<file path="src/hdl/scanline_irq.sv">
`timescale 1ns/1ps

module scanline_irq
(
	input  logic       ppu_oe,
	input  logic       in_frame,
	input  logic       line_start,
	input  logic [7:0] irq_val,
	input  logic       irq_on,
	input  logic       irq_ack,
	output logic       irq
);

	logic [7:0] line_cnt;      // markers seen this frame
	logic       irq_pend;

	always_ff @(posedge ppu_oe or negedge in_frame)
	begin
		if (!in_frame)
		begin
			line_cnt <= 8'd0;
			irq_pend <= 1'b0;
		end
		else
		begin
			if (line_start)
				line_cnt <= line_cnt + 8'd1;
			// compare uses the count before this marker's increment
			if (irq_ack)
				irq_pend <= 1'b0;              // ack wins over a new hit
			else if (line_start && (line_cnt == irq_val))
				irq_pend <= 1'b1;
		end
	end

	assign irq = irq_pend & irq_on;

endmodule

</file>
<file path="config.mk">
export PLATFORM = sky130hd
export DESIGN_NAME = scanline_irq
export DESIGN_NICKNAME = d
export VERILOG_FILES = /design/src/hdl/scanline_irq.sv
export SDC_FILE = /design/constraint.sdc
export NUM_CORES = 1
export LEC_CHECK = 0
export BUFFER_PORTS_ARGS = -buffer_cell sky130_fd_sc_hd__buf_2
export CORE_MARGIN = 2
export CORE_UTILIZATION = 35
export CTS_CLUSTER_DIAMETER = 30
export CTS_CLUSTER_SIZE = 8
export DETAILED_ROUTE_END_ITERATION = 10
export SLEW_MARGIN = 25
export SYNTH_ARGS = -nofsm -noshare
export SYNTH_HDL_FRONTEND = slang
export SYNTH_SLANG_ARGS = --single-unit
</file>
<file path="constraint.sdc">
create_clock -name ppu_oe -period 2.3 [get_ports ppu_oe]
set_clock_uncertainty 0.15 [all_clocks]
set_input_delay 0.345 -clock ppu_oe [delete_from_list [all_inputs] [get_ports ppu_oe]]
set_output_delay 0.345 -clock ppu_oe [all_outputs]
set_load 0.005 [all_outputs]
</file>
After elaboration in Yosys (flattened, before gate mapping) --
Index checks and enable logic that the tools add are counted.
Storage, ports and cells: register bits after elaboration 9, output and inout port bits 1, logic and storage cells 9
Cells by class: $add $sub $neg 1, equal/unequal tests 1, multiplexer cells 2, bitwise logic cells 1, reduce and logical (&&, ||, !) cells 2
Operators with widths (count):
- adder 8 x 1 -> 8 bit, second input constant | 1
- equality test 8 bit | 1
- 2-to-1 mux 1 bit | 2
- nonzero test 2 bit | 1
- AND 1 bit | 1
- logical AND 1 bit | 1

Longest topological paths before layout --
word-level depth 4, mapped depth 4, mapped depth without buffers 4

Least setup slack after synthesis --
No wires, ideal clock.
path kind register to register, from register line_cnt[0], to register line_cnt[1], arrival 0.958 ns, required time 2.025 ns, setup slack 1.068 ns, cell stages (with the launch flop) 3, path buffers 0, period minus slack after synthesis 1.232 ns, cells stage by stage dfrtp_1 -> ha_1 -> mux2_2
On the way: word-level cells in the longest chain between the ends 1
RTL lines:
- from (decl) | line 14 | logic [7:0] line_cnt;
- from (signal assigned) | line 27 | line_cnt <= line_cnt + 8'd1;
- adder 8 x 1 -> 8 bit | line 27
No other way between the ends. A chain may end at the register's enable or synchronous reset.

Final worst setup path --
from register irq_pend, to output port irq
On the way: word-level cells in the longest chain between the ends 1
RTL lines:
- from (decl) | line 15 | logic irq_pend;
- from (signal assigned) | line 22 | irq_pend <= 1'b0;
- from (signal assigned) | line 30 | irq_pend <= 1'b0;
- from (signal assigned) | line 32 | irq_pend <= 1'b1;
- AND 1 bit | line 36 | assign irq = irq_pend & irq_on;
- to (decl) | line 11 | output logic irq
No other way between the ends.

==> run_results.csv <==
group,metric,value,unit
clocking,cts_setup_buffers,0,
critical_path,path_max_fanout,2,
sta,maxSlewHeadroom,86.0,%
yosys,synth_compound_area_share,1.82,%
finish,drive_gt1_share,31.7,%
yosys,synthCells,43,
detailed_routing,vias_per_cell,4.73,
flow_run,cap_viol_max_count,0,
sta,fin_crit,1380,ps
yosys,synth_ff_type,"dfrtp_1",
power,p_leak,0.266,nW
clocking,clock_sinks,9,
finish,nNetsFinal,75,
die,core_area,1300,um^2
yosys,synth_top_area_share,46.8,%
detailed_routing,drc_errors,0,
sta,rsz0062_at_grt,"no",
yosys,synth_top_cell_by_area,"dfrtp_1",
yosys,synth_area_leaders,"dfrtp_1 47%, xnor2_1 20%, xor2_1 7.3%, nand4_1 3.9%, ha_1 2.6%",
yosys,ys_top_cells_by_count,"11 x xnor2_1, 9 x dfrtp_1, 4 x xor2_1",
clocking,postCtsHoldBufs,1,
sta,tns,0,ps
run_status,outcome,"completed",
power,p_per_area,1040,nW/um^2
yosys,avgSynthCellArea,11.2,um^2
detailed_routing,first_pass_iters,4,
detailed_routing,wl_per_cell,11.1,um
critical_path,endpoint_kind,"output port",
sta,whs,131,ps
yosys,synth_most_common_cell,"xnor2_1",
die,io-pin-count,14,
die,initial_core_util,37.0,%
sta,finalSetupViolCount,0,
critical_path,crit_path_start_kind,"flop",
worst_hold_path,hold_path.startpoint,"irq_ack",
clocking,numCtsBuffers,3,
yosys,synthArstFlopShare,100,%
sta,fin_ws,916,ps
yosys,ys_seq_area_share,46.8,%
global_route,grt_pass1_vias,359,
global_route,antenna_found_initial,0,
yosys,synth_top_family_by_area,"XOR/XNOR gates",
yosys,yosysWarnings,0,
clocking,worstSkewPairLatency,260,ps
finish,syn_to_final_growth,23.4,%
sta,tightest_slew,210,ps
clocking,clk_pin_slew,60,ps
placed_design,place_congestion,0.728,
clocking,cts_tree,"built",
sta,fmax,0.722,GHz
yosys,synth-xor-area-share,27.3,%
yosys,synth_area,482,um^2
yosys,synth_mux_area_share,2.34,%
placed_design,place_area,558,um^2
critical_path,rr_endpoint,"line_cnt[6]",
finish,post-route-util,45.7,%
clocking,root_buffer,"clkbuf_4",
sta,final_max_slew_viol_count,0,
global_route,grt_pass1_wl,1.49,mm
placed_design,dpl.hpwl,673,um
die,dieArea,1690,um^2
finish,finish.instance_area,594,um^2
global_route,track_usage,14.5,%
yosys,synth_nets,57,
worst_hold_path,hold_class,"in2reg",
detailed_routing,finalWirelength,832,um
die,chipHeight,41.1,um
yosys,synth-simple-area-share,16.9,%
clocking,ctsResizeCount,0,
sta,hold_viol_final,0,
critical_path,cp.required,1800,ps
detailed_routing,first_iter_violations,6,
yosys,ys_ff_latch,9,
yosys,ys_types,16,
placed_design,io_buffers,13,
clocking,clockBufferDepth,2,
critical_path,reg2reg_depth,4,
critical_path,r2r_start,"line_cnt[0]",
clocking,cts-htree-levels,1,
detailed_routing,ant_nets,0,
global_route,grt_max_degree,10,
power,peakVddDrop,414,uV
yosys,synth_adder_area_share,2.60,%
worst_hold_path,hold_end,"irq_pend",
finish,antenna_cells,0,
detailed_routing,vias,355,
placed_design,dp_slack,979,ps
critical_path,regToRegSetupSlack,980,ps
critical_path,worstPathArrival,890,ps
global_route,grt-ovfl-total,0,
sta,fin_crit_sh,60.2,%
die,num_rows,13,
critical_path,critPathKind,"reg2out",
worst_hold_path,worstHoldPathCells,2,
die,die_w,41.1,um
yosys,synth-edff-count,0,
## layer usage
layer / track usage (%) / share of wire (%)
met1: 16.3 / 45
met3: 3.26 / 7.6
met5: 0 / 0
met2: 24.2 / 45
met4: 9.68 / 3.0
## cell usage in the layout (no fill, tap or decap), drive strengths merged
| cell | netlist | layout |
|---|---|---|
| buf | 1 | 13 |
| xnor2 | 11 | 11 |
| dfrtp | 9 | 9 |
| xor2 | 4 | 4 |
| clkbuf | 0 | 4 |
| nand4 | 3 | 3 |
| nand2 | 3 | 3 |
| nand3 | 3 | 3 |
| nor2 | 2 | 2 |
| and2 | 1 | 1 |
| mux2 | 1 | 1 |
| nor3 | 1 | 1 |
| nand3b | 1 | 1 |
| inv | 1 | 1 |
| o32ai | 1 | 1 |
| ha | 1 | 1 |
| dlygate4sd3 | 0 | 1 |
## final cells by class
| cell class | instances | area, um^2 |
|---|---|---|
| fillers | 135 | 707 |
| multi-input cells | 32 | 245 |
| flip-flops and latches | 9 | 225 |
| repair buffers | 14 | 75.1 |
| clock buffers | 4 | 26.3 |
| well taps | 15 | 18.8 |
| inverters | 1 | 3.75 |
## worst max-delay path: stages (launching register included)
cell     delay, ps
dfrtp_1        370
and2_1         140
buf_2          120
## worst max-delay path by stage
stage | endpoint | startpoint | slack, ps | cells past startpoint
final | irq | irq_pend | 920 | 2
after global routing | line_cnt[6] | line_cnt[0] | 820 | 4
after CTS | irq | irq_pend | 900 | 2
after detailed placement | line_cnt[6] | line_cnt[0] | 980 | 4
after global placement | line_cnt[6] | line_cnt[0] | 1030 | 4
after floorplan | line_cnt[1] | line_cnt[0] | 1070 | 2
## where the power goes
part	leakage, nW	total [mW]	internal, mW	switching (mW)
sequential	0.114	0.307	0.219	0.0880
combinational	0.137	0.189	0.114	0.0746
clock	0.0150	0.121	0.0668	0.0544
total	0.266	0.618	0.401	0.217
## state kept, by name (all words and copies together), names as in the netlist
register	count
line_cnt	8
irq_pend	1
## cells by family (layout without fill, tap and decap cells)
kind of cell | count (synthesis) | count (layout)
AO/OA/AOI/OAI | 1 | 1
AND/OR/NAND/NOR | 14 | 14
buffers and inverters | 2 | 19
adder cells (fa/ha/maj) | 1 | 1
flip-flops | 9 | 9
multiplexers | 1 | 1
XOR/XNOR | 15 | 15
## stage by stage
| stage | cells | power (mW) |
|---|---|---|
| floorplan | 43 | 0.444 |
| global placement | 70 | 0.493 |
| detailed placement | 70 | 0.503 |
| CTS | 75 | 0.632 |
| global route | 75 | 0.676 |
| finish | 75 | 0.618 |
Note: power is estimated with default switching activity, not from simulation.
