[config.mk]
export PLATFORM = sky130hd
export DESIGN_NAME = mapper_regs
export DESIGN_NICKNAME = d
export VERILOG_FILES = /design/src/hdl/mmc5_pkg.sv /design/src/hdl/mapper_regs.sv
export SDC_FILE = /design/constraint.sdc
export NUM_CORES = 1
export LEC_CHECK = 0
export ABC_AREA = 0
export BUFFER_PORTS_ARGS = -buffer_cell sky130_fd_sc_hd__buf_2
export CAP_MARGIN = 20
export CORE_UTILIZATION = 33
export DETAILED_ROUTE_END_ITERATION = 8
export PLACE_DENSITY = 0.72
export SYNTH_ARGS = -nofsm -noshare
export SYNTH_HDL_FRONTEND = slang
export SYNTH_SLANG_ARGS = --single-unit
[constraint.sdc]
create_clock -name ppu_oe -period 1.72 [get_ports ppu_oe]
set_input_delay 0.344 -clock ppu_oe [delete_from_list [all_inputs] [get_ports ppu_oe]]
set_output_delay 0.344 -clock ppu_oe [all_outputs]
set_load 0.01 [all_outputs]
[src/hdl/mmc5_pkg.sv]
package mmc5_pkg;

	//**********************************************************************
	// address layout

	localparam int XRAM_AW = 10;                         // 1 KB expansion RAM
	localparam int PPU_AW = 14;                          // PPU bus, bit 13 = nametable space
	localparam logic [7:0] SPR_FETCH_FIRST = 8'd128;     // sprite pattern window start
	localparam logic [7:0] SPR_FETCH_LAST = 8'd158;      // sprite pattern window end
	localparam int FETCH_PER_TILE_LOG = 2;               // NT, AT, pat lo, pat hi

	//**********************************************************************
	// register select for the CPU-side write port

	typedef enum logic [2:0]
	{
		SEL_IRQ_VAL    = 3'd0,   // target scanline
		SEL_IRQ_CTRL   = 3'd1,   // bit 7 enables the interrupt
		SEL_SPLIT_MODE = 3'd2,   // on, side, tile position
		SEL_SPLIT_SCRL = 3'd3,   // vertical scroll of the split
		SEL_SPLIT_BANK = 3'd4,   // 4 KB CHR bank used inside the split
		SEL_XRAM       = 3'd5    // byte write into expansion RAM
	} reg_sel_t;

	// what a PPU read is fetching
	typedef enum logic [1:0]
	{
		FETCH_PAT = 2'd0,        // pattern table, bit 13 clear
		FETCH_NT  = 2'd1,        // nametable byte
		FETCH_AT  = 2'd2         // attribute byte, bits 9..6 all ones
	} fetch_kind_t;

endpackage

[src/hdl/mapper_regs.sv]
`timescale 1ns/1ps

module mapper_regs
(
	input  logic                         ppu_oe,
	input  logic                         cfg_we,
	input  mmc5_pkg::reg_sel_t           cfg_sel,
	input  logic [mmc5_pkg::XRAM_AW-1:0] cfg_addr,
	input  logic [7:0]                   cfg_data,
	output logic [7:0]                   irq_val,
	output logic                         irq_on,
	output logic                         split_on,
	output logic                         split_side,
	output logic [5:0]                   split_pos,
	output logic [7:0]                   split_scrl,
	output logic [7:0]                   split_bank,
	output logic                         xram_we,
	output logic [mmc5_pkg::XRAM_AW-1:0] xram_wr_addr,
	output logic [7:0]                   xram_wr_data
);
	import mmc5_pkg::*;

	// CPU owns these across frames, in_frame leaves them alone
	always_ff @(posedge ppu_oe)
	begin
		if (cfg_we)
		begin
			case (cfg_sel)
				SEL_IRQ_VAL:    irq_val <= cfg_data;
				SEL_IRQ_CTRL:   irq_on <= cfg_data[7];
				SEL_SPLIT_MODE:
				begin
					split_on   <= cfg_data[7];
					split_side <= cfg_data[6];     // 1 = split on the right
					split_pos  <= cfg_data[5:0];   // boundary in tiles
				end
				SEL_SPLIT_SCRL: split_scrl <= cfg_data;
				SEL_SPLIT_BANK: split_bank <= cfg_data;
				default: ;                         // SEL_XRAM goes to the RAM port
			endcase
		end
	end

	// expansion RAM byte lands at the same edge as the strobe
	assign xram_we      = cfg_we && (cfg_sel == SEL_XRAM);
	assign xram_wr_addr = cfg_addr;
	assign xram_wr_data = cfg_data;

endmodule

After elaboration in Yosys (flattened, before gate mapping)
Cells that the tools add are included.
{"block": "classes", "n_reduce_logical": 7, "eq_ne": 5}
{"op": "$reduce_and A2 Y1", "n": 5}
{"op": "$eq A3 B2 Y1 const B", "n": 2}
{"op": "$eq A3 B3 Y1 const B", "n": 2}
{"op": "$eq A3 B1 Y1 const B", "n": 1}
{"op": "$logic_not A3 Y1", "n": 1}
{"op": "$logic_and A1 B1 Y1", "n": 1}
{"block": "totals", "register_bits": 33, "in_bits": 23}

Depth between registers and ports, before layout
{"block": "logic_depth", "word_depth": 2, "ltp_mapped": 1}

Least setup slack after synthesis
OpenSTA, ideal clock, no wires.
{"block": "synth_timing", "path_type": "input -> register", "start": "input port cfg_sel[1]", "end": "register irq_val[0], enable pin", "n_path_buf": 0, "slack_ps": 378, "cell_stages": 1, "t_arrival_ps": 962, "cell_sequence": "nor4b_2"}
{"block": "synth_between", "elab_chain_len": 2}
{"element": "from (decl)", "line_no": "mapper_regs.sv:7", "text": "input mmc5_pkg::reg_sel_t cfg_sel,"}
{"element": "$logic_not A3 Y1", "line_no": "mapper_regs.sv:28", "text": "case (cfg_sel)"}
{"element": "$reduce_and A2 Y1 (no line)"}
{"element": "to (signal assigned)", "line_no": "mapper_regs.sv:29", "text": "SEL_IRQ_VAL: irq_val <= cfg_data;"}
{"element": "to (decl)", "line_no": "mapper_regs.sv:10", "text": "output logic [7:0] irq_val,"}
Every way passes these cells.
A chain may end at the register's enable or synchronous reset.

Worst setup path after layout
{"block": "layout_timing", "start": "register split_scrl[2]", "end": "output port split_scrl[2]"}
{"element": "from (decl)", "line_no": "mapper_regs.sv:15", "text": "output logic [7:0] split_scrl,"}
{"element": "from (signal assigned)", "line_no": "mapper_regs.sv:37", "text": "SEL_SPLIT_SCRL: split_scrl <= cfg_data;"}
No word-level cell between the ends.

==> flow_summary.ini <==
[status]
outcome = finished clean

[global_route]
grt_usage = 0.121
grt_pass1_wl_um = 3260
grt_pass1_vias = 627
grt_max_degree = 10
grt-ovfl-total = 0
antenna_found_initial = 0

[synthesis]
synthFlopType = edfxtp_1
yosysSeqAreaShare = 0.825
postSynthCellCount = 57
synth_area_sq_um = 1200
synth_edf_count = 33
synth_mux_area_frac = 0
async_flop_share = 0
yosys.area_share.simple = 0.0625
synth_area_leaders = edfxtp_1, buf_4, and4bb_2
synth.most_common_cell = edfxtp_1
syn_nets = 80
synth_cell_types = 5
synth_top_family_by_area = buffers and inverters
ys_ff_latch = 33
synth-xor-area-share = 0
ys.warnings.count = 0
synthTopCellsByCount = edfxtp_1, buf_4, and4bb_2
yosys.area.top_type = edfxtp_1
yosys.area.top_type_share = 0.825
synth_area_per_cell_sq_um = 21.1
synth_compound_area_frac = 0
synth_fa_ha_area_frac = 0

[die]
die_area_sq_um = 3890
core_area_sq_um = 3420
ios = 75
fp.dieW_um = 62.3
start_util = 0.352
die_h_um = 62.3
fp-row-count = 21

[finish]
drive_gt1_frac = 0.650
syn2layout_area_growth_pct = 21.4
final_cells = 149
utilization = 0.427
antenna_cells = 0
layout.nets = 125

[drt]
wirelength_um = 2200
wl_per_cell_um = 14.8
antenna_left = 0
vias_per_cell = 4.35
vias = 648
drt_drc_violations_left = 0
initialDrtViolationCount = 9
dr.pass1.iters = 4

[timing]
setup-tns-final_ns = 0
drv_slew = 0
fin_crit_sh = 0.717
max_freq_mhz = 811
hold_viol_final = 0
tightest_slew_ns = 0.282
hold_ws_ns = 0.251
setup_viol = 0
grt_setup_unrepaired = no
setup_ws_ns = 0.488
period_minus_slack_ns = 1.23
relSlewSlack = 0.811

[hold_path]
worstHoldPathType = primary input to flip-flop
worstHoldStart = cfg_data[4]
hold_end = split_pos[4]$_DFFE_PP_
hold_depth = 1

[clocking]
htreeDepth = 2
path_clk_slew_ns = 0.09
cts_hold_buf = 0
post_cts_buffers = 0
cts_buffer_depth = 2
cts-root-buf = clkbuf_4
cts_inserted_buffers = 5
cts_tree = done
cts.repair.resized = 0
cts.sinks = 33

[setup_path]
critPathMaxStageDelay_ns = 0.41
arrival_ns = 0.89
crit_family = flip-flops
crit_required_ns = 1.38
endpoint_kind = output port
cp_num_buf_inv = 1
cpMaxStageDelayCell = edfxtp_1
setup.worst_path.start_class = flip-flop
crit_chain = buf_2
crit_type = flip-flop to output port
cp_max_fo = 1

[power_and_ir_drop]
leakagePower_nw = 0.576
pwr-share-comb = 0.068
ir_drop_v = 0.000505
p_per_area_nw_per_um2 = 962
power.switching_uw = 290
seqPwrFrac = 0.654
pwr-share-clk = 0.279
swShare = 0.207
internal_power_mw = 1.11

[placed_design]
place_ws_ns = 0.388
port-buffer-count = 54
dp_hpwl_um = 1570
dpl.cell_count = 141
gp_congestion = 0.710

[run]
max_cap_violations = 0
## layout make-up
class | instances | area (sq um)
fillers | 325 | 1960
flip-flops and latches | 33 | 991
clock buffers | 8 | 48.8
well taps | 46 | 57.6
repair buffers | 56 | 285
multi-input cells | 6 | 75.1
## power by group through the flow
stage,sequential [mW],combinational (mW),clock [mW]
6_report,0.916,0.0946,0.391
5_1_grt,0.919,0.102,0.436
3_3_place_gp,0.935,0.0932,0
4_1_cts,0.917,0.0966,0.404
3_5_place_dp,0.935,0.0966,0
2_1_floorplan,0.949,0.0545,0
## sequential cells by signal (all words and copies together), names as in the netlist
name	count
irq_on	1
irq_val	8
split_bank	8
split_on	1
split_pos	6
split_scrl	8
split_side	1
## kinds of logic after synthesis
kind of cell / count (synthesis)
DFF: 33
buffers and inverters: 18
and+or+nand+nor: 6
## how the worst max path moves through the flow
stage / from / cells past startpoint / endpoint
after floorplan: cfg_sel[1] / 1 / irq_val[0]$_DFFE_PP_
after global placement: cfg_sel[0] / 2 / split_bank[1]$_DFFE_PP_
after detailed placement: cfg_sel[1] / 3 / irq_val[6]$_DFFE_PP_
after CTS: split_scrl[2]$_DFFE_PP_ / 1 / split_scrl[2]
after global routing: split_scrl[2]$_DFFE_PP_ / 1 / split_scrl[2]
final: split_scrl[2]$_DFFE_PP_ / 1 / split_scrl[2]
## stage by stage
step	total power, mW	area (sq um)
6_report	1.40	1460
5_1_grt	1.46	1460
4_1_cts	1.42	1460
3_5_place_dp	1.03	1410
3_3_place_gp	1.03	1410
2_1_floorplan	1.00	1200
## metal layers
metal | GRT usage | vias up | share of wire
li1 | - | 288 | -
met1 | 0.147 | 292 | 0.43
met2 | 0.177 | 53 | 0.44
met3 | 0.0478 | 15 | 0.096
met4 | 0.0843 | 0 | 0.032
met5 | 0 | - | 0
## cells in the final DEF, fill, tap and decap left out
| cell type | count |
|---|---|
| buf_2 | 54 |
| edfxtp_1 | 33 |
| clkbuf_4 | 5 |
| and4bb_2 | 3 |
| clkbuf_1 | 3 |
| and4b_2 | 2 |
| buf_4 | 2 |
| nor4b_2 | 1 |
Power figures use the tool's default switching activity.
