$ cat src/hdl/mmc5_pkg.sv
package mmc5_pkg;

	//**********************************************************************
	// address layout

	localparam int XRAM_AW = 10;                         // 1 KB expansion RAM
	localparam int PPU_AW = 14;                          // PPU bus, bit 13 = nametable space
	localparam logic [7:0] SPR_FETCH_FIRST = 8'd128;     // sprite pattern window start
	localparam logic [7:0] SPR_FETCH_LAST = 8'd158;      // sprite pattern window end
	localparam int FETCH_PER_TILE_LOG = 2;               // NT, AT, pat lo, pat hi

	//**********************************************************************
	// register select for the CPU-side write port

	typedef enum logic [2:0]
	{
		SEL_IRQ_VAL    = 3'd0,   // target scanline
		SEL_IRQ_CTRL   = 3'd1,   // bit 7 enables the interrupt
		SEL_SPLIT_MODE = 3'd2,   // on, side, tile position
		SEL_SPLIT_SCRL = 3'd3,   // vertical scroll of the split
		SEL_SPLIT_BANK = 3'd4,   // 4 KB CHR bank used inside the split
		SEL_XRAM       = 3'd5    // byte write into expansion RAM
	} reg_sel_t;

	// what a PPU read is fetching
	typedef enum logic [1:0]
	{
		FETCH_PAT = 2'd0,        // pattern table, bit 13 clear
		FETCH_NT  = 2'd1,        // nametable byte
		FETCH_AT  = 2'd2         // attribute byte, bits 9..6 all ones
	} fetch_kind_t;

endpackage

$ cat src/hdl/ppu_fetch_tracker.sv
`timescale 1ns/1ps

module ppu_fetch_tracker
(
	input  logic                        ppu_oe,
	input  logic                        in_frame,
	input  logic [mmc5_pkg::PPU_AW-1:0] ppu_addr,
	output logic [mmc5_pkg::PPU_AW-1:0] addr_q,
	output mmc5_pkg::fetch_kind_t       fetch_kind,
	output logic                        line_start,
	output logic [7:0]                  fetch_idx,
	output logic                        spr_fetch
);
	import mmc5_pkg::*;

	logic [PPU_AW-1:0] addr_prev;     // read before addr_q
	logic              marker;
	fetch_kind_t       kind_in;

	// three identical nametable reads in a row, a fourth repeat does not restart the line
	assign marker = ppu_addr[PPU_AW-1] && (ppu_addr == addr_q) && (addr_q == addr_prev) &&
		!line_start;

	always_comb
	begin
		if (!ppu_addr[PPU_AW-1])
			kind_in = FETCH_PAT;
		else if (ppu_addr[9:6] == 4'b1111)
			kind_in = FETCH_AT;
		else
			kind_in = FETCH_NT;
	end

	always_ff @(posedge ppu_oe or negedge in_frame)
	begin
		if (!in_frame)
		begin
			addr_prev  <= '0;                  // bit 13 clear, no false marker
			addr_q     <= '0;
			fetch_kind <= FETCH_PAT;
			line_start <= 1'b0;
			fetch_idx  <= 8'd0;
		end
		else
		begin
			addr_prev  <= addr_q;
			addr_q     <= ppu_addr;
			fetch_kind <= kind_in;
			line_start <= marker;
			fetch_idx  <= marker ? 8'd0 : fetch_idx + 8'd1;   // 0 alongside line_start
		end
	end

	assign spr_fetch = (fetch_idx >= SPR_FETCH_FIRST) && (fetch_idx <= SPR_FETCH_LAST);

endmodule

$ cat config.mk
export PLATFORM = sky130hd
export DESIGN_NAME = ppu_fetch_tracker
export DESIGN_NICKNAME = d
export VERILOG_FILES = /design/src/hdl/mmc5_pkg.sv /design/src/hdl/ppu_fetch_tracker.sv
export SDC_FILE = /design/constraint.sdc
export NUM_CORES = 1
export LEC_CHECK = 0
export BUFFER_PORTS_ARGS = -buffer_cell sky130_fd_sc_hd__buf_2
export CORE_ASPECT_RATIO = 1.25
export CORE_MARGIN = 2
export CORE_UTILIZATION = 40
export CTS_CLUSTER_SIZE = 10
export DETAILED_ROUTE_END_ITERATION = 8
export GPL_TIMING_DRIVEN = 1
export SLEW_MARGIN = 20
export SYNTH_ARGS = -nofsm -noshare
export SYNTH_HDL_FRONTEND = slang
export SYNTH_SLANG_ARGS = --single-unit
$ cat constraint.sdc
create_clock -name ppu_oe -period 2 [get_ports ppu_oe]
set_input_delay 0.3 -clock ppu_oe [delete_from_list [all_inputs] [get_ports ppu_oe]]
set_output_delay 0.3 -clock ppu_oe [all_outputs]
set_load 0.05 [all_outputs]
After elaboration in Yosys (flattened, before gate mapping). Index checks and enable logic that the tools add are counted.

Output and inout bits: 26. Logic and storage cells: 19. Register bits: 39.

Mux-type cells: 3. Eq/ne operators: 3. Magnitude comparators: 2. Add/sub/neg operators: 1. Reduce and logical (&&, ||, !) cells: 5.

Operator list (number): $eq A14 B14 Y1 (2); $add A8 B1 Y8 const B (1); $ge A8 B8 Y1 const B (1); $le A8 B8 Y1 const B (1); $mux W8 (1); $eq A4 B4 Y1 const B (1); $logic_and A1 B1 Y1 (4); $mux W2 (2); $logic_not A1 Y1 (1).

Longest topological paths before layout.
Word-level depth: 5. Mapped depth: 4. Depth with buffers taken out: 4.

Least setup slack after synthesis. OpenSTA, ideal clock, no wires.

Path type: register -> output. Start: reg fetch_idx[1]. End: out spr_fetch. Path buffers: 0. Required time: 1.700 ns. Data arrival time: 1.835 ns. Setup slack: -0.135 ns. Cell stages (with the launch flop): 4. Cells stage by stage: dfrtp_1 ha_1 inv_1 a31oi_1.

Word-level cells in the longest chain between the ends: 2. Elaborated cells between the ends (all ways): 3. Those cells by class: order compare: 2; reduce/logical: 1.

RTL lines: start: declaration (RTL line ppu_fetch_tracker.sv:11) `output logic [7:0] fetch_idx,`; start signal: assignment (RTL line ppu_fetch_tracker.sv:50) `fetch_idx <= marker ? 8'd0 : fetch_idx + 8'd1;`; $ge A8 B8 Y1 or $le A8 B8 Y1 (tied branches) (RTL line ppu_fetch_tracker.sv:54) `assign spr_fetch = (fetch_idx >= SPR_FETCH_FIRST) && (fetch_idx <= SPR_FETCH_LAST);`; $logic_and A1 B1 Y1 * (RTL line ppu_fetch_tracker.sv:54); end: declaration (RTL line ppu_fetch_tracker.sv:12) `output logic spr_fetch`.

Every way passes the cells marked *; elsewhere a longest branch is shown, timed or not.

Final worst setup path.
Start: reg fetch_idx[2]. End: out spr_fetch.

The elaborated chain is that of the path after synthesis.

==> flow_summary_export.csv <==
group,metric,value,unit
drt,dr.pass1.iters,4,
synth,synth_top_cell_area_share,68.9,%
die,core-area,3450,sq um
worst_setup_path,slowest_delay,430,ps
synth,yosys.area_share.simple,18.0,%
pwr,internal_power,1.17,mW
synth,synth_compound_area_share,6.54,%
global_route,grt_pass1_vias,1054,
global_route,grt_max_degree,40,
timing,finalMaxSlewViolations,0,
final_layout,diodes,0,
outcome,status,"finished, final reports clean",
die,ios,42,
timing,max_slew_margin,45.1,%
clock_network,clockBufferDepth,2,
synth,synthArstFlopShare,100,%
clock_network,post_cts_resized,0,
timing,rsz0062_at_grt,"false",
drt,initialDrtViolationCount,30,
flow_run,cap_violations,0,
die,die_x,57.2,microns
final_layout,final_util,51.6,%
hold_path,hold_class,"primary input to async pin",
synth,synth.distinct_cells,20,
clock_network,clk_latency,290,ps
final_layout,stdcell_area,1780,sq um
synth,syn_inst,109,
die,num_rows,24,
pwr,ir_drop,0.541,mV
timing,hold_viol,0,
timing,finalCritPeriodShare,86.0,%
worst_setup_path,cp.required,1700,ps
timing,tightest_slew,824,ps
pwr,power_switching,0.386,mW
final_layout,fill_cells,316,
synth,ys_ff_latch,39,
global_route,grt-ovfl-total,0,
synth,synth-xor-area-share,3.71,%
synth,synth_area_leaders,"dfrtp_1 (69%), and3_1 (6.2%), nor3_1 (4.2%)",
timing,fin_worst_skew,5.69,ps
clock_network,htree_levels,2,
synth,syn_nets,127,
die,initial_core_util,41.0,%
clock_network,cts_made_buffers,5,
pwr,leakage,0.884,nW
worst_setup_path,cp.arrival,1420,ps
synth,synth_ff_type,"dfrtp_1",
placement,dp_hpwl,1950,microns
drt,drt.antenna.violating_nets,0,
clock_network,cts_num_sinks,39,
placement,placed_area,1680,sq um
final_layout,drive_gt1_share,33.5,%
die,die_height,70.5,microns
global_route,track_usage,15.2,%
synth,muxShareOfSynthArea,0,%
global_route,antenna_found_initial,0,
worst_setup_path,cp_cell_sequence,"and3_1, a31oi_2, buf_2",
clock_network,path_clk_slew,70,ps
synth,synth-seq-area-share,68.9,%
synth,synth_top_family_by_area,"simple AND/OR/NAND/NOR gates",
synth,ys_warn_count,0,
timing,max_freq,0.581,GHz
placement,gp_congestion,0.757,
synth,synth_fa_ha_area_share,1.77,%
pwr,p_comb_share,8.6,%
pwr,p_clk_share,37.4,%
synth,synth_area_leader_cell,"dfrtp_1",
worst_setup_path,start_kind,"register",
synth,post-synth-top-count-cell,"dfrtp_1",
worst_setup_path,critPathSlowestCell,"dfrtp_1",
pwr,pwr-share-seq,54.0,%
drt,drt_wl_total,2720,microns
timing,period_minus_slack,1720,ps
clock_network,root_buffer,"clkbuf_8",
synth,synth_edf_count,0,
timing,setup_viol,0,
drt,vias_per_cell,5.26,
global_route,grt_pass1_wl,4620,microns
timing,finalSetupTns,0,ps
synth,synth_common_cells,"dfrtp_1 (39), and3_1 (14), nor3_1 (12)",
drt,wl_per_cell,13.8,microns
clock_network,postCtsSetupBuffers,0,
clock_network,cts_tree,"built",
worst_setup_path,cp-end-kind,"primary output",
final_layout,area_growth,25.7,%
pwr,sw_frac_of_total,24.9,%
worst_setup_path,worst-path-max-fanout,5,
placement,port_buffers,41,
final_layout,fin_nets,175,
worst_setup_path,reg2reg_slack,460,ps
drt,num_vias,1037,
synth,syn_area,1420,sq um
synth,syn_avg_cell_area,13.0,sq um
clock_network,holdBufCountCts,0,
pwr,power_density,872,nW/um^2
die,fp.dieArea,4040,sq um
worst_setup_path,critPathKind,"register to primary output",
drt,drcViolationCount,0,
==> per-stage QoR <==
step	total power, mW	hold WS, ps	instances	worst slack, ps
after global placement	0.987	397	189	444
final	1.55	98.8	197	279
after global routing	1.62	127	197	177
after CTS	1.58	123	197	257
after detailed placement	0.990	402	189	436
after floorplan	0.928	4.41	109	171
==> cell type report <==
class / count / area, sq um / share of cell area (%)
Timing Repair Buffer: 41 / 205 / 11.5
Multi-Input combinational cell: 66 / 432 / 24.2
Clock buffer: 7 / 96.3 / 5.41
Clock inverter: 1 / 7.51 / 0.422
Tap cell: 39 / 48.8 / 2.74
Sequential cell: 39 / 976 / 54.8
Inverter: 4 / 15.0 / 0.843
==> routing by layer <==
layer | vias to the layer above | global-route usage (%) | share of wire (%)
li1 | 487 | - | -
met1 | 504 | 18.2 | 43
met2 | 39 | 24.0 | 47
met3 | 7 | 4.57 | 7.5
met4 | 0 | 9.30 | 2.8
met5 | - | 0 | 0
==> final timing paths <==
path / start / cells after the start / end
hold reg to reg: addr_q[13] / 0 / addr_prev[13]
hold / removal: in_frame / 1 / addr_q[1]
min in group ppu_oe: ppu_addr[11] / 1 / addr_q[11]
setup / recovery: fetch_idx[2] / 3 / spr_fetch
max in group asynchronous: in_frame / 1 / addr_prev[12]
setup reg to reg: addr_q[7] / 4 / fetch_idx[3]
==> power groups by stage <==
stage	Sequential, mW	Clock [mW]	Combinational, mW
global route	0.843	0.637	0.144
detailed placement	0.854	0	0.136
floorplan	0.908	0	0.0204
global placement	0.852	0	0.135
CTS	0.839	0.603	0.136
finish	0.839	0.580	0.133
==> kinds of logic (layout without fill, tap and decap cells) <==
family,after synthesis,after routing
compound gates,16,16
xor+xnor,6,6
fa+ha+maj,2,2
buf+inv,4,53
flops,39,39
simple gates,42,42
==> layout by cell type, fill, tap and decap left out, types with 2 or more instances in the layout <==
cell / netlist / routed
a21oi_1: 8 / 8
and2_1: 2 / 2
and3_1: 14 / 14
buf_2: 0 / 41
clkbuf_8: 0 / 7
dfrtp_1: 39 / 39
ha_1: 2 / 2
inv_1: 4 / 4
nand3_1: 5 / 5
nor2_1: 3 / 3
nor3_1: 12 / 12
o22ai_1: 6 / 6
xor2_1: 5 / 5
==> flip-flops by register name (all words and copies together) (netlist names) <==
register	cells
fetch_kind	2
addr_q	14
line_start	1
addr_prev	14
fetch_idx	8
==> worst max-delay path: cells and delay by family, from the launching register on <==
| kind | cells | cell delay (ps) |
|---|---|---|
| AOI/OAI and AO/OA | 1 | 180 |
| DFF | 1 | 430 |
| and+or+nand+nor | 1 | 250 |
| buffers and inverters | 1 | 280 |
No activity file was read; power rests on OpenSTA's default activity.
