`config.mk`:
```
export PLATFORM = sky130hd
export DESIGN_NAME = split_screen
export DESIGN_NICKNAME = d
export VERILOG_FILES = /design/src/hdl/mmc5_pkg.sv /design/src/hdl/split_screen.sv
export SDC_FILE = /design/constraint.sdc
export NUM_CORES = 1
export LEC_CHECK = 0
export ABC_CLOCK_PERIOD_IN_PS = 2100
export BUFFER_PORTS_ARGS = -buffer_cell sky130_fd_sc_hd__clkbuf_2
export CAP_MARGIN = 20
export CORE_ASPECT_RATIO = 0.6
export CORE_MARGIN = 1.5
export CORE_UTILIZATION = 44
export CTS_CLUSTER_DIAMETER = 120
export DETAILED_ROUTE_END_ITERATION = 10
export PLACE_DENSITY = 0.83
export SLEW_MARGIN = 30
export SYNTH_ARGS = -nofsm -noshare
export SYNTH_HDL_FRONTEND = slang
export SYNTH_SLANG_ARGS = --single-unit
```
`constraint.sdc`:
```
create_clock -name ppu_oe -period 2.1 [get_ports ppu_oe]
set_input_delay 0.42 -clock ppu_oe [delete_from_list [all_inputs] [get_ports ppu_oe]]
set_output_delay 0.42 -clock ppu_oe [all_outputs]
set_load 0.01 [all_outputs]
```
`src/hdl/mmc5_pkg.sv`:
```
package mmc5_pkg;

	//**********************************************************************
	// address layout

	localparam int XRAM_AW = 10;                         // 1 KB expansion RAM
	localparam int PPU_AW = 14;                          // PPU bus, bit 13 = nametable space
	localparam logic [7:0] SPR_FETCH_FIRST = 8'd128;     // sprite pattern window start
	localparam logic [7:0] SPR_FETCH_LAST = 8'd158;      // sprite pattern window end
	localparam int FETCH_PER_TILE_LOG = 2;               // NT, AT, pat lo, pat hi

	//**********************************************************************
	// register select for the CPU-side write port

	typedef enum logic [2:0]
	{
		SEL_IRQ_VAL    = 3'd0,   // target scanline
		SEL_IRQ_CTRL   = 3'd1,   // bit 7 enables the interrupt
		SEL_SPLIT_MODE = 3'd2,   // on, side, tile position
		SEL_SPLIT_SCRL = 3'd3,   // vertical scroll of the split
		SEL_SPLIT_BANK = 3'd4,   // 4 KB CHR bank used inside the split
		SEL_XRAM       = 3'd5    // byte write into expansion RAM
	} reg_sel_t;

	// what a PPU read is fetching
	typedef enum logic [1:0]
	{
		FETCH_PAT = 2'd0,        // pattern table, bit 13 clear
		FETCH_NT  = 2'd1,        // nametable byte
		FETCH_AT  = 2'd2         // attribute byte, bits 9..6 all ones
	} fetch_kind_t;

endpackage

```
`src/hdl/split_screen.sv`:
```
`timescale 1ns/1ps

module split_screen
(
	input  logic                         ppu_oe,
	input  logic                         in_frame,
	input  logic [mmc5_pkg::PPU_AW-1:0]  addr_q,
	input  mmc5_pkg::fetch_kind_t        fetch_kind,
	input  logic                         line_start,
	input  logic [7:0]                   fetch_idx,
	input  logic                         spr_fetch,
	input  logic                         split_on,
	input  logic                         split_side,
	input  logic [5:0]                   split_pos,
	input  logic [7:0]                   split_scrl,
	input  logic [7:0]                   split_bank,
	output logic [mmc5_pkg::XRAM_AW-1:0] xram_rd_addr,
	output logic                         split_act,
	output logic [9:0]                   split_chr_bank
);
	import mmc5_pkg::*;

	logic [1:0]         vld;           // [0] addr_q is real, [1] stage 1 is real
	logic [7:0]         row;
	logic [7:0]         row_cur;
	logic [7:0]         row_next;
	logic [7:0]         idx_tile;
	logic [5:0]         col;
	logic [5:0]         col_s1;
	logic [4:0]         tile_row_s1;
	fetch_kind_t        kind_s1;
	logic [1:0]         bank_lo_s1;
	logic               in_split;
	logic               act_s2;
	logic [XRAM_AW-1:0] nt_addr;
	logic [XRAM_AW-1:0] at_addr;

	//**********************************************************************
	// tile position

	assign idx_tile = fetch_idx >> FETCH_PER_TILE_LOG;
	assign col      = spr_fetch ? 6'd0 : idx_tile[5:0];    // sprite fetches park at column 0

	// first cycle of the frame starts from the programmed scroll
	assign row_cur  = vld[0] ? row : {split_scrl[7:3], 3'b000};
	assign row_next = row_cur + {7'd0, line_start};

	//**********************************************************************
	// split decision and RAM address

	assign in_split = split_on && ((col_s1 < split_pos) != split_side);
	assign nt_addr  = {tile_row_s1, col_s1[4:0]};
	assign at_addr  = {4'b1111, tile_row_s1[4:2], col_s1[4:2]};   // 8x8 attribute grid

	always_ff @(posedge ppu_oe or negedge in_frame)
	begin
		if (!in_frame)
		begin
			vld       <= 2'b00;
			row       <= 8'd0;
			act_s2    <= 1'b0;
			split_act <= 1'b0;
		end
		else
		begin
			vld       <= {vld[0], 1'b1};
			row       <= row_next;
			act_s2    <= in_split && vld[1];
			split_act <= act_s2;               // lines up with rd_data from exram
		end
	end

	always_ff @(posedge ppu_oe)
	begin
		col_s1         <= col;
		tile_row_s1    <= row_next[7:3];
		kind_s1        <= fetch_kind;
		bank_lo_s1     <= addr_q[11:10];
		xram_rd_addr   <= (kind_s1 == FETCH_AT) ? at_addr : nt_addr;
		split_chr_bank <= {split_bank, bank_lo_s1};
	end

endmodule

```
## Word level (Yosys, flattened, before mapping)

Index checks and enable logic that the tools add are counted.

| cells by class | value |
|---|---|
| add/sub/neg operators | 1 |
| order comparisons | 1 |
| eq/ne operators | 2 |
| multiplexer cells | 2 |
| reduce and logical (&&, ||, !) cells | 2 |

Operators by type and width:

| operator | number |
|---|---|
| $add 8x1->8 | 1 |
| $mux 8 | 1 |
| $lt 6x6->1 | 1 |
| $mux 6 | 1 |
| $eq 2x2->1 const B | 1 |
| $logic_and 1x1->1 | 2 |
| $ne 1x1->1 | 1 |

| storage, ports and cells | value |
|---|---|
| register bits | 47 |
| bits of input ports | 52 |
| output and inout bits | 21 |
| logic and storage cells | 19 |

## Longest topological paths before layout

Gate-level depths: netlist (run 1).

| depth | value |
|---|---|
| word-level depth | 4 |
| mapped depth | 7 |
| depth with buffers taken out | 6 |

## Least setup slack after synthesis (run 1)

OpenSTA, ideal clock, no wires.

| timing | value |
|---|---|
| path type | reg2reg |
| start | reg vld[0] |
| end | reg row[4] |
| setup time | 0.132 ns |
| arrival | 1.399 ns |
| setup slack | 0.569 ns |
| stages on the path, launching flop included | 8 |
| buffers on the path | 1 |
| period minus slack after synthesis | 1.531 ns |
| path through | dfrtp_1 buf_2 and2_1 ha_1 ha_1 nand3_1 xor2_1 a21oi_1 |

| on the way | value |
|---|---|
| word-level cells in the longest chain between the ends | 2 |

Ends and longest elaborated chain:

| item | RTL line | text |
|---|---|---|
| start: declaration | split_screen.sv:23 | `logic [1:0] vld;` |
| start signal: assignment | split_screen.sv:66 | `vld <= {vld[0], 1'b1};` |
| $mux 8 | split_screen.sv:45 | `assign row_cur = vld[0] ? row : {split_scrl[7:3], 3'b000};` |
| $add 8x1->8 | split_screen.sv:46 | `assign row_next = row_cur + {7'd0, line_start};` |
| named net row_next[4] | split_screen.sv:26 | `logic [7:0] row_next;` |
| end signal: assignment | split_screen.sv:67 | `row <= row_next;` |
| end: declaration | split_screen.sv:24 | `logic [7:0] row;` |

The timed path passes the listed nets, and every way through them passes these cells.
A chain may end at the register's enable or synchronous reset.

## Worst setup path after layout (run 1)

Ends and elaborated chain as after synthesis.

==> impl_metrics.ini, run 1 <==
[outcome]
outcome = complete, no violations

[power]
power_density_nw_per_um2 = 925
p_leak_uw = 0.000956
total_power_uw = 1800
vdd_ir_drop_max_uv = 625

[route]
avgRoutedWirePerCell_um = 11.5
drt_first_pass_iters = 4
totalWireLength_um = 2550
drtIter0Drc = 35
viasPerCell = 4.39
drc = 0
ant_nets = 0
vias = 970

[setup_path]
crit_path_start_kind = register
critical_path_class = register to register
cp.arrival_ns = 1.60
crit_fanout = 3
required_ns = 2.28
critPathCaptureType = register

[yosys]
synthesis.area_um2 = 1500
synth_fp_nets = 172
postSynthCellCount = 113
synth_adder_area_share = 0.0583
synth-simple-area-share = 0.122
syn_area_per_cell_um2 = 13.3
synth_seq_cells = 47
ys_types = 25
synth_compound_area_frac = 0.0250
synth-xor-area-share = 0.0350
ys_warn_count = 0
synth_top_family_by_area = simple AND/OR/NAND/NOR gates
seq_area_frac_synth = 0.666
synthMuxAreaShare = 0.0716

[final_layout]
fillers = 280
multi_input_area_um2 = 473
area_growth_syn_to_layout_pct = 29.8
nNetsFinal = 234
register_area_um2 = 1000
antenna_cells = 0
drive_above_1_share = 0.386

[clock_tree]
clock_sinks = 47
cts-root-buf = clkbuf_8
post_cts_buffers = 0
cts_buffers = 5
cts.path.max_buffers = 2
h-tree-depth = 2
clk_pin_slew_worst_paths_ns = 0.08
clkLatencyLatePin_ns = 0.30
cts_tree = done

[job]
cap_violations = 0

[global_routing]
overflow = 0
grt_start_max_net_pins = 16
grt.total_usage = 0.143
antenna_found_initial = 0
grt_pass1_wl_um = 3810
first_global_vias = 893

[worst_hold_path]
hold_path_class = input port to register

[sta]
skew_ns = 0.0103
slew_viol_final = 0
period_share = 0.676
setup_tns_ns = 0
finalSetupViolCount = 0
rsz0062_at_grt = false
fmax_mhz = 704
final.min_clock_period_ns = 1.42
hold_violations = 0

[placed_design]
portBuffers = 55
gp_congestion = 0.707
place_hpwl_um = 2020

[floorplanning]
die_x_um = 78.4
std_cell_rows = 16
dieArea_um2 = 3790
pin_count = 73
start_util = 0.461
die_h_um = 48.3
core_area_um2 = 3260
power by group:
group	leakage (uW)	internal (uW)	switching, uW
combinational	0.000460	84.0	78.2
clock	0.0000557	356	297
sequential	0.000440	962	27.3
routing by layer:
layer / wire, um / vias to the layer above / global-route usage / share of wire
met2: 1260 / 28 / 0.254 / 0.50
met5: 0 / - / 0 / 0
li1: - / 492 / - / -
met4: 27 / 0 / 0.0679 / 0.011
met3: 148 / 4 / 0.0579 / 0.058
met1: 1110 / 446 / 0.158 / 0.43
layout make-up:
type	instances	area share
clock inverter	2	0.0186
tap	45	0.0289
clock buffer	6	0.0372
multi-input combinational	59	0.242
sequential	47	0.513
timing repair buffer	57	0.150
inverter	5	0.00962
flip-flops by register name, summed over array words and instances (netlist names):
name / flops
act_s2: 1
kind_s1: 2
xram_rd_addr: 10
col_s1: 6
split_chr_bank: 10
row: 8
bank_lo_s1: 2
split_act: 1
vld: 2
tile_row_s1: 5
placed cells by master, fill, tap and decap left out, types with 2 or more instances in the layout:
master and n:
nor2_1 3, and2_1 2, clkbuf_8 5, xnor2_1 3, inv_1 5, nand3_1 3, clkbuf_2 55, mux2i_1 4
nand2_1 4, dfrtp_1 12, nor2b_1 6, mux2_1 6, a21oi_1 4, dfxtp_1 35, xor2_1 3, nand2b_1 5
ha_1 7
per-stage QoR:
step           utilization  setup slack (ns)  area [um2]  hold slack, ns  cells
4_1_cts              0.598             0.676        1950           0.215    221
5_1_grt              0.598             0.531        1950           0.204    221
6_report             0.598             0.680        1950           0.218    221
3_3_place_gp         0.561             0.637        1830           0.310    212
2_1_floorplan            -             0.569        1500           0.124    113
3_5_place_dp         0.561             0.572        1830           0.315    212
path summary, 6_finish.rpt:
check	to	slack [ns]	start	cells past startpoint
worst max-delay path	row[4]	0.68	vld[0]	6
worst min-delay path	split_chr_bank[7]	0.22	split_bank[5]	1
worst max register to register	row[4]	0.68	vld[0]	6
worst min register to register	split_chr_bank[1]	0.33	bank_lo_s1[1]	0
max in group asynchronous	split_act	1.33	in_frame	2
min in group asynchronous	row[6]	0.53	in_frame	2
logic make-up (layout without fill, tap and decap cells):
logic type / after synthesis / after routing
buffers and inverters: 7 / 70
xor gates and xnor gates: 6 / 6
other: 1 / 1
AOI/OAI and AO/OA: 6 / 6
adders and majority gates: 7 / 7
muxes: 10 / 10
and+or+nand+nor: 29 / 29
DFF: 47 / 47
critical path: stages, from the launching register on:
cell	delay, ns
dfrtp_1	0.38
and2_1	0.14
ha_1	0.21
ha_1	0.24
nand3_1	0.10
xor2_1	0.15
a21oi_1	0.10
cell usage after synthesis:
| cell | count | area, um2 |
|---|---|---|
| nand2b_1 | 5 | 31.3 |
| nand3b_1 | 1 | 7.51 |
| mux2i_1 | 4 | 40.0 |
| buf_2 | 2 | 10.0 |
| nand2b_4 | 1 | 13.8 |
| conb_1 | 1 | 3.75 |
| o221ai_1 | 1 | 8.76 |
| dfxtp_1 | 35 | 701 |
| nand3_1 | 3 | 15.0 |
| mux2_1 | 6 | 67.6 |
| nor2_4 | 1 | 11.3 |
| nor2b_1 | 6 | 37.5 |
| nor2_1 | 3 | 11.3 |
| dfrtp_1 | 12 | 300 |
| inv_1 | 5 | 18.8 |
| and2_1 | 2 | 12.5 |
| nand3_2 | 1 | 10.0 |
| a21oi_2 | 1 | 8.76 |
| xnor2_1 | 3 | 26.3 |
| nand4_1 | 1 | 6.26 |
| nand4_2 | 1 | 12.5 |
| nand2_1 | 4 | 15.0 |
| a21oi_1 | 4 | 20.0 |
| ha_1 | 7 | 87.6 |
| xor2_1 | 3 | 26.3 |
repair_timing:
action / 4_1_cts / 5_1_grt
endpoints found under the hold margin: 2 / 0
resized for setup: 0 / 0
hold buffers: 1 / 0
Note: power is estimated with default switching activity, not from simulation.
==> run 2: changes to the inputs <==
--- a/config.mk
+++ b/config.mk
@@ -5,15 +5,15 @@
 export SDC_FILE = /design/constraint.sdc
 export NUM_CORES = 1
 export LEC_CHECK = 0
-export ABC_CLOCK_PERIOD_IN_PS = 2100
+export ABC_CLOCK_PERIOD_IN_PS = 1200
 export BUFFER_PORTS_ARGS = -buffer_cell sky130_fd_sc_hd__clkbuf_2
 export CAP_MARGIN = 20
 export CORE_ASPECT_RATIO = 0.6
 export CORE_MARGIN = 1.5
-export CORE_UTILIZATION = 44
+export CORE_UTILIZATION = 40
 export CTS_CLUSTER_DIAMETER = 120
 export DETAILED_ROUTE_END_ITERATION = 10
-export PLACE_DENSITY = 0.83
+export PLACE_DENSITY = 0.8
 export SLEW_MARGIN = 30
 export SYNTH_ARGS = -nofsm -noshare
 export SYNTH_HDL_FRONTEND = slang
==> constraint.sdc (replaced) <==
create_clock -name ppu_oe -period 1.2 [get_ports ppu_oe]
set_input_delay 0.24 -clock ppu_oe [delete_from_list [all_inputs] [get_ports ppu_oe]]
set_output_delay 0.24 -clock ppu_oe [all_outputs]
set_load 0.01 [all_outputs]
==> run 2 against run 1 <==
The flow now finishes with violations (negative setup slack). Critical path depth stayed put. First-iteration DRC count rose by 11%. Global-route usage rose by 0.67 points. Critical endpoint unchanged.
==> impl_metrics.ini, run 2 (synthesized netlist as in run 1, its figures left out) <==
[outcome]
outcome = finished, violations left
failed_checks = negative setup slack

[setup_path]
cp.arrival_ns = 1.45
crit_path_start = vld[0]
critPathCaptureType = register
critical_path_class = register to register
crit_path_start_kind = register
required_ns = 1.39
reg2reg_from = vld[0]
crit_fanout = 3
r2r_cells = 6

[placed_design]
dpl.cell_count = 221
place_hpwl_um = 2030
post_dp_cell_area_um2 = 1920
portBuffers = 55
gp_congestion = 0.716
post-place-ws_ns = -0.100

[floorplanning]
pin_count = 73
dieArea_um2 = 4150
die_x_um = 82.1
std_cell_rows = 17
start_util = 0.413
die_h_um = 50.5
core_area_um2 = 3640

[global_routing]
antenna_found_initial = 0
grt_start_max_net_pins = 17
first_global_vias = 951
grt_pass1_wl_um = 4280
grt.total_usage = 0.149
overflow = 0

[clock_tree]
cts_buffers = 5
clock_sinks = 47
h-tree-depth = 2
cts-root-buf = clkbuf_8
cts.path.max_buffers = 2
cts_tree = done
clkLatencyLatePin_ns = 0.30
clk_pin_slew_worst_paths_ns = 0.09

[final_layout]
multi_input_area_um2 = 583
area_growth_syn_to_layout_pct = 41.1
final_cell_mix = clkbuf_2, dfxtp_1, dfrtp_1, buf_4
reg_top3 = split_chr_bank x10, xram_rd_addr x10, row x8
layout_commonest_cell = clkbuf_2
drive_above_1_share = 0.514
fin_area_um2 = 2120
fillers = 308
finalNonFillerCells = 232
postLayoutCoreUtil = 0.583
register_area_um2 = 1010
antenna_cells = 0
nNetsFinal = 243

[sta]
setup_ws_ns = -0.0636
skew_ns = 0.00914
slew_viol_final = 0
finalSetupViolCount = 9
rsz0062_at_grt = true
final.min_clock_period_ns = 1.26
period_share = 1.05
hold_violations = 0
fmax_mhz = 791
setup_tns_ns = -0.500

[route]
viasPerCell = 4.30
drtIter0Drc = 39
ant_nets = 0
drt_first_pass_iters = 3
avgRoutedWirePerCell_um = 12.2
vias = 998
drc = 0
totalWireLength_um = 2840

[power]
power_density_nw_per_um2 = 1430
vdd_ir_drop_max_uv = 950
p_leak_uw = 0.000995

[job]
cap_violations = 0

[worst_hold_path]
min_path_cells = 1
hp-start = addr_q[11]
hold_path_class = input port to register
==> run 2: cell count changes in the layout (fill, tap and decap cells not counted), sizes merged <==
| cell | previous run | this run |
|---|---|---|
| clkbuf | 61 | 60 |
| clkinvlp | 0 | 2 |
| buf | 1 | 10 |
| bufinv | 1 | 0 |
==> run 2: repair_timing <==
action	in CTS	in global routing
endpoints found under the setup margin	8	13
resized for setup	8	7
pin swaps	8	8
setup buffers	0	2
endpoints found under the hold margin	12	0
hold buffers	1	0
==> run 2: worst paths after layout <==
check,endpoint,slack [ns]
worst min-delay path,bank_lo_s1[1],0.03
worst max-delay path,row[4],-0.06
worst min register to register,split_chr_bank[0],0.32
min in group asynchronous,vld[1],0.36
worst max register to register,row[4],-0.06
max in group asynchronous,vld[0],0.58
==> run 2: cell type report <==
class	count	share of cell area
tap	47	0.0277
clock inverter	3	0.0112
clock buffer	5	0.0324
inverter	5	0.00885
timing repair buffer	66	0.170
multi-input combinational	59	0.275
sequential	47	0.475
==> run 2: power breakdown <==
part	internal, uW	switching [uW]	leakage (uW)	total, uW
clock	416	534	0.0000408	951
combinational	191	160	0.000513	351
sequential	1680	52.0	0.000441	1740
==> run 2: layer usage <==
metal / vias up / wire (um) / global-route usage
met5: - / 0 / 0
met4: 0 / 43 / 0.0593
met1: 449 / 1310 / 0.200
li1: 506 / - / -
met2: 38 / 1280 / 0.205
met3: 5 / 203 / 0.0727
==> run 2: worst max-delay path: stages, from the launching register on <==
cell	delay [ns]
dfrtp_1	0.39
and2_4	0.15
ha_4	0.17
ha_4	0.17
nand3_4	0.06
xor2_2	0.14
a21oi_2	0.07
==> run 2: per-stage QoR <==
stage          total power, uW  hold slack (ns)
4_1_cts                   3040           0.0268
3_5_place_dp              2080            0.154
3_3_place_gp              2070            0.144
6_report                  3040           0.0324
2_1_floorplan             1920          -0.0556
5_1_grt                   3180           0.0117
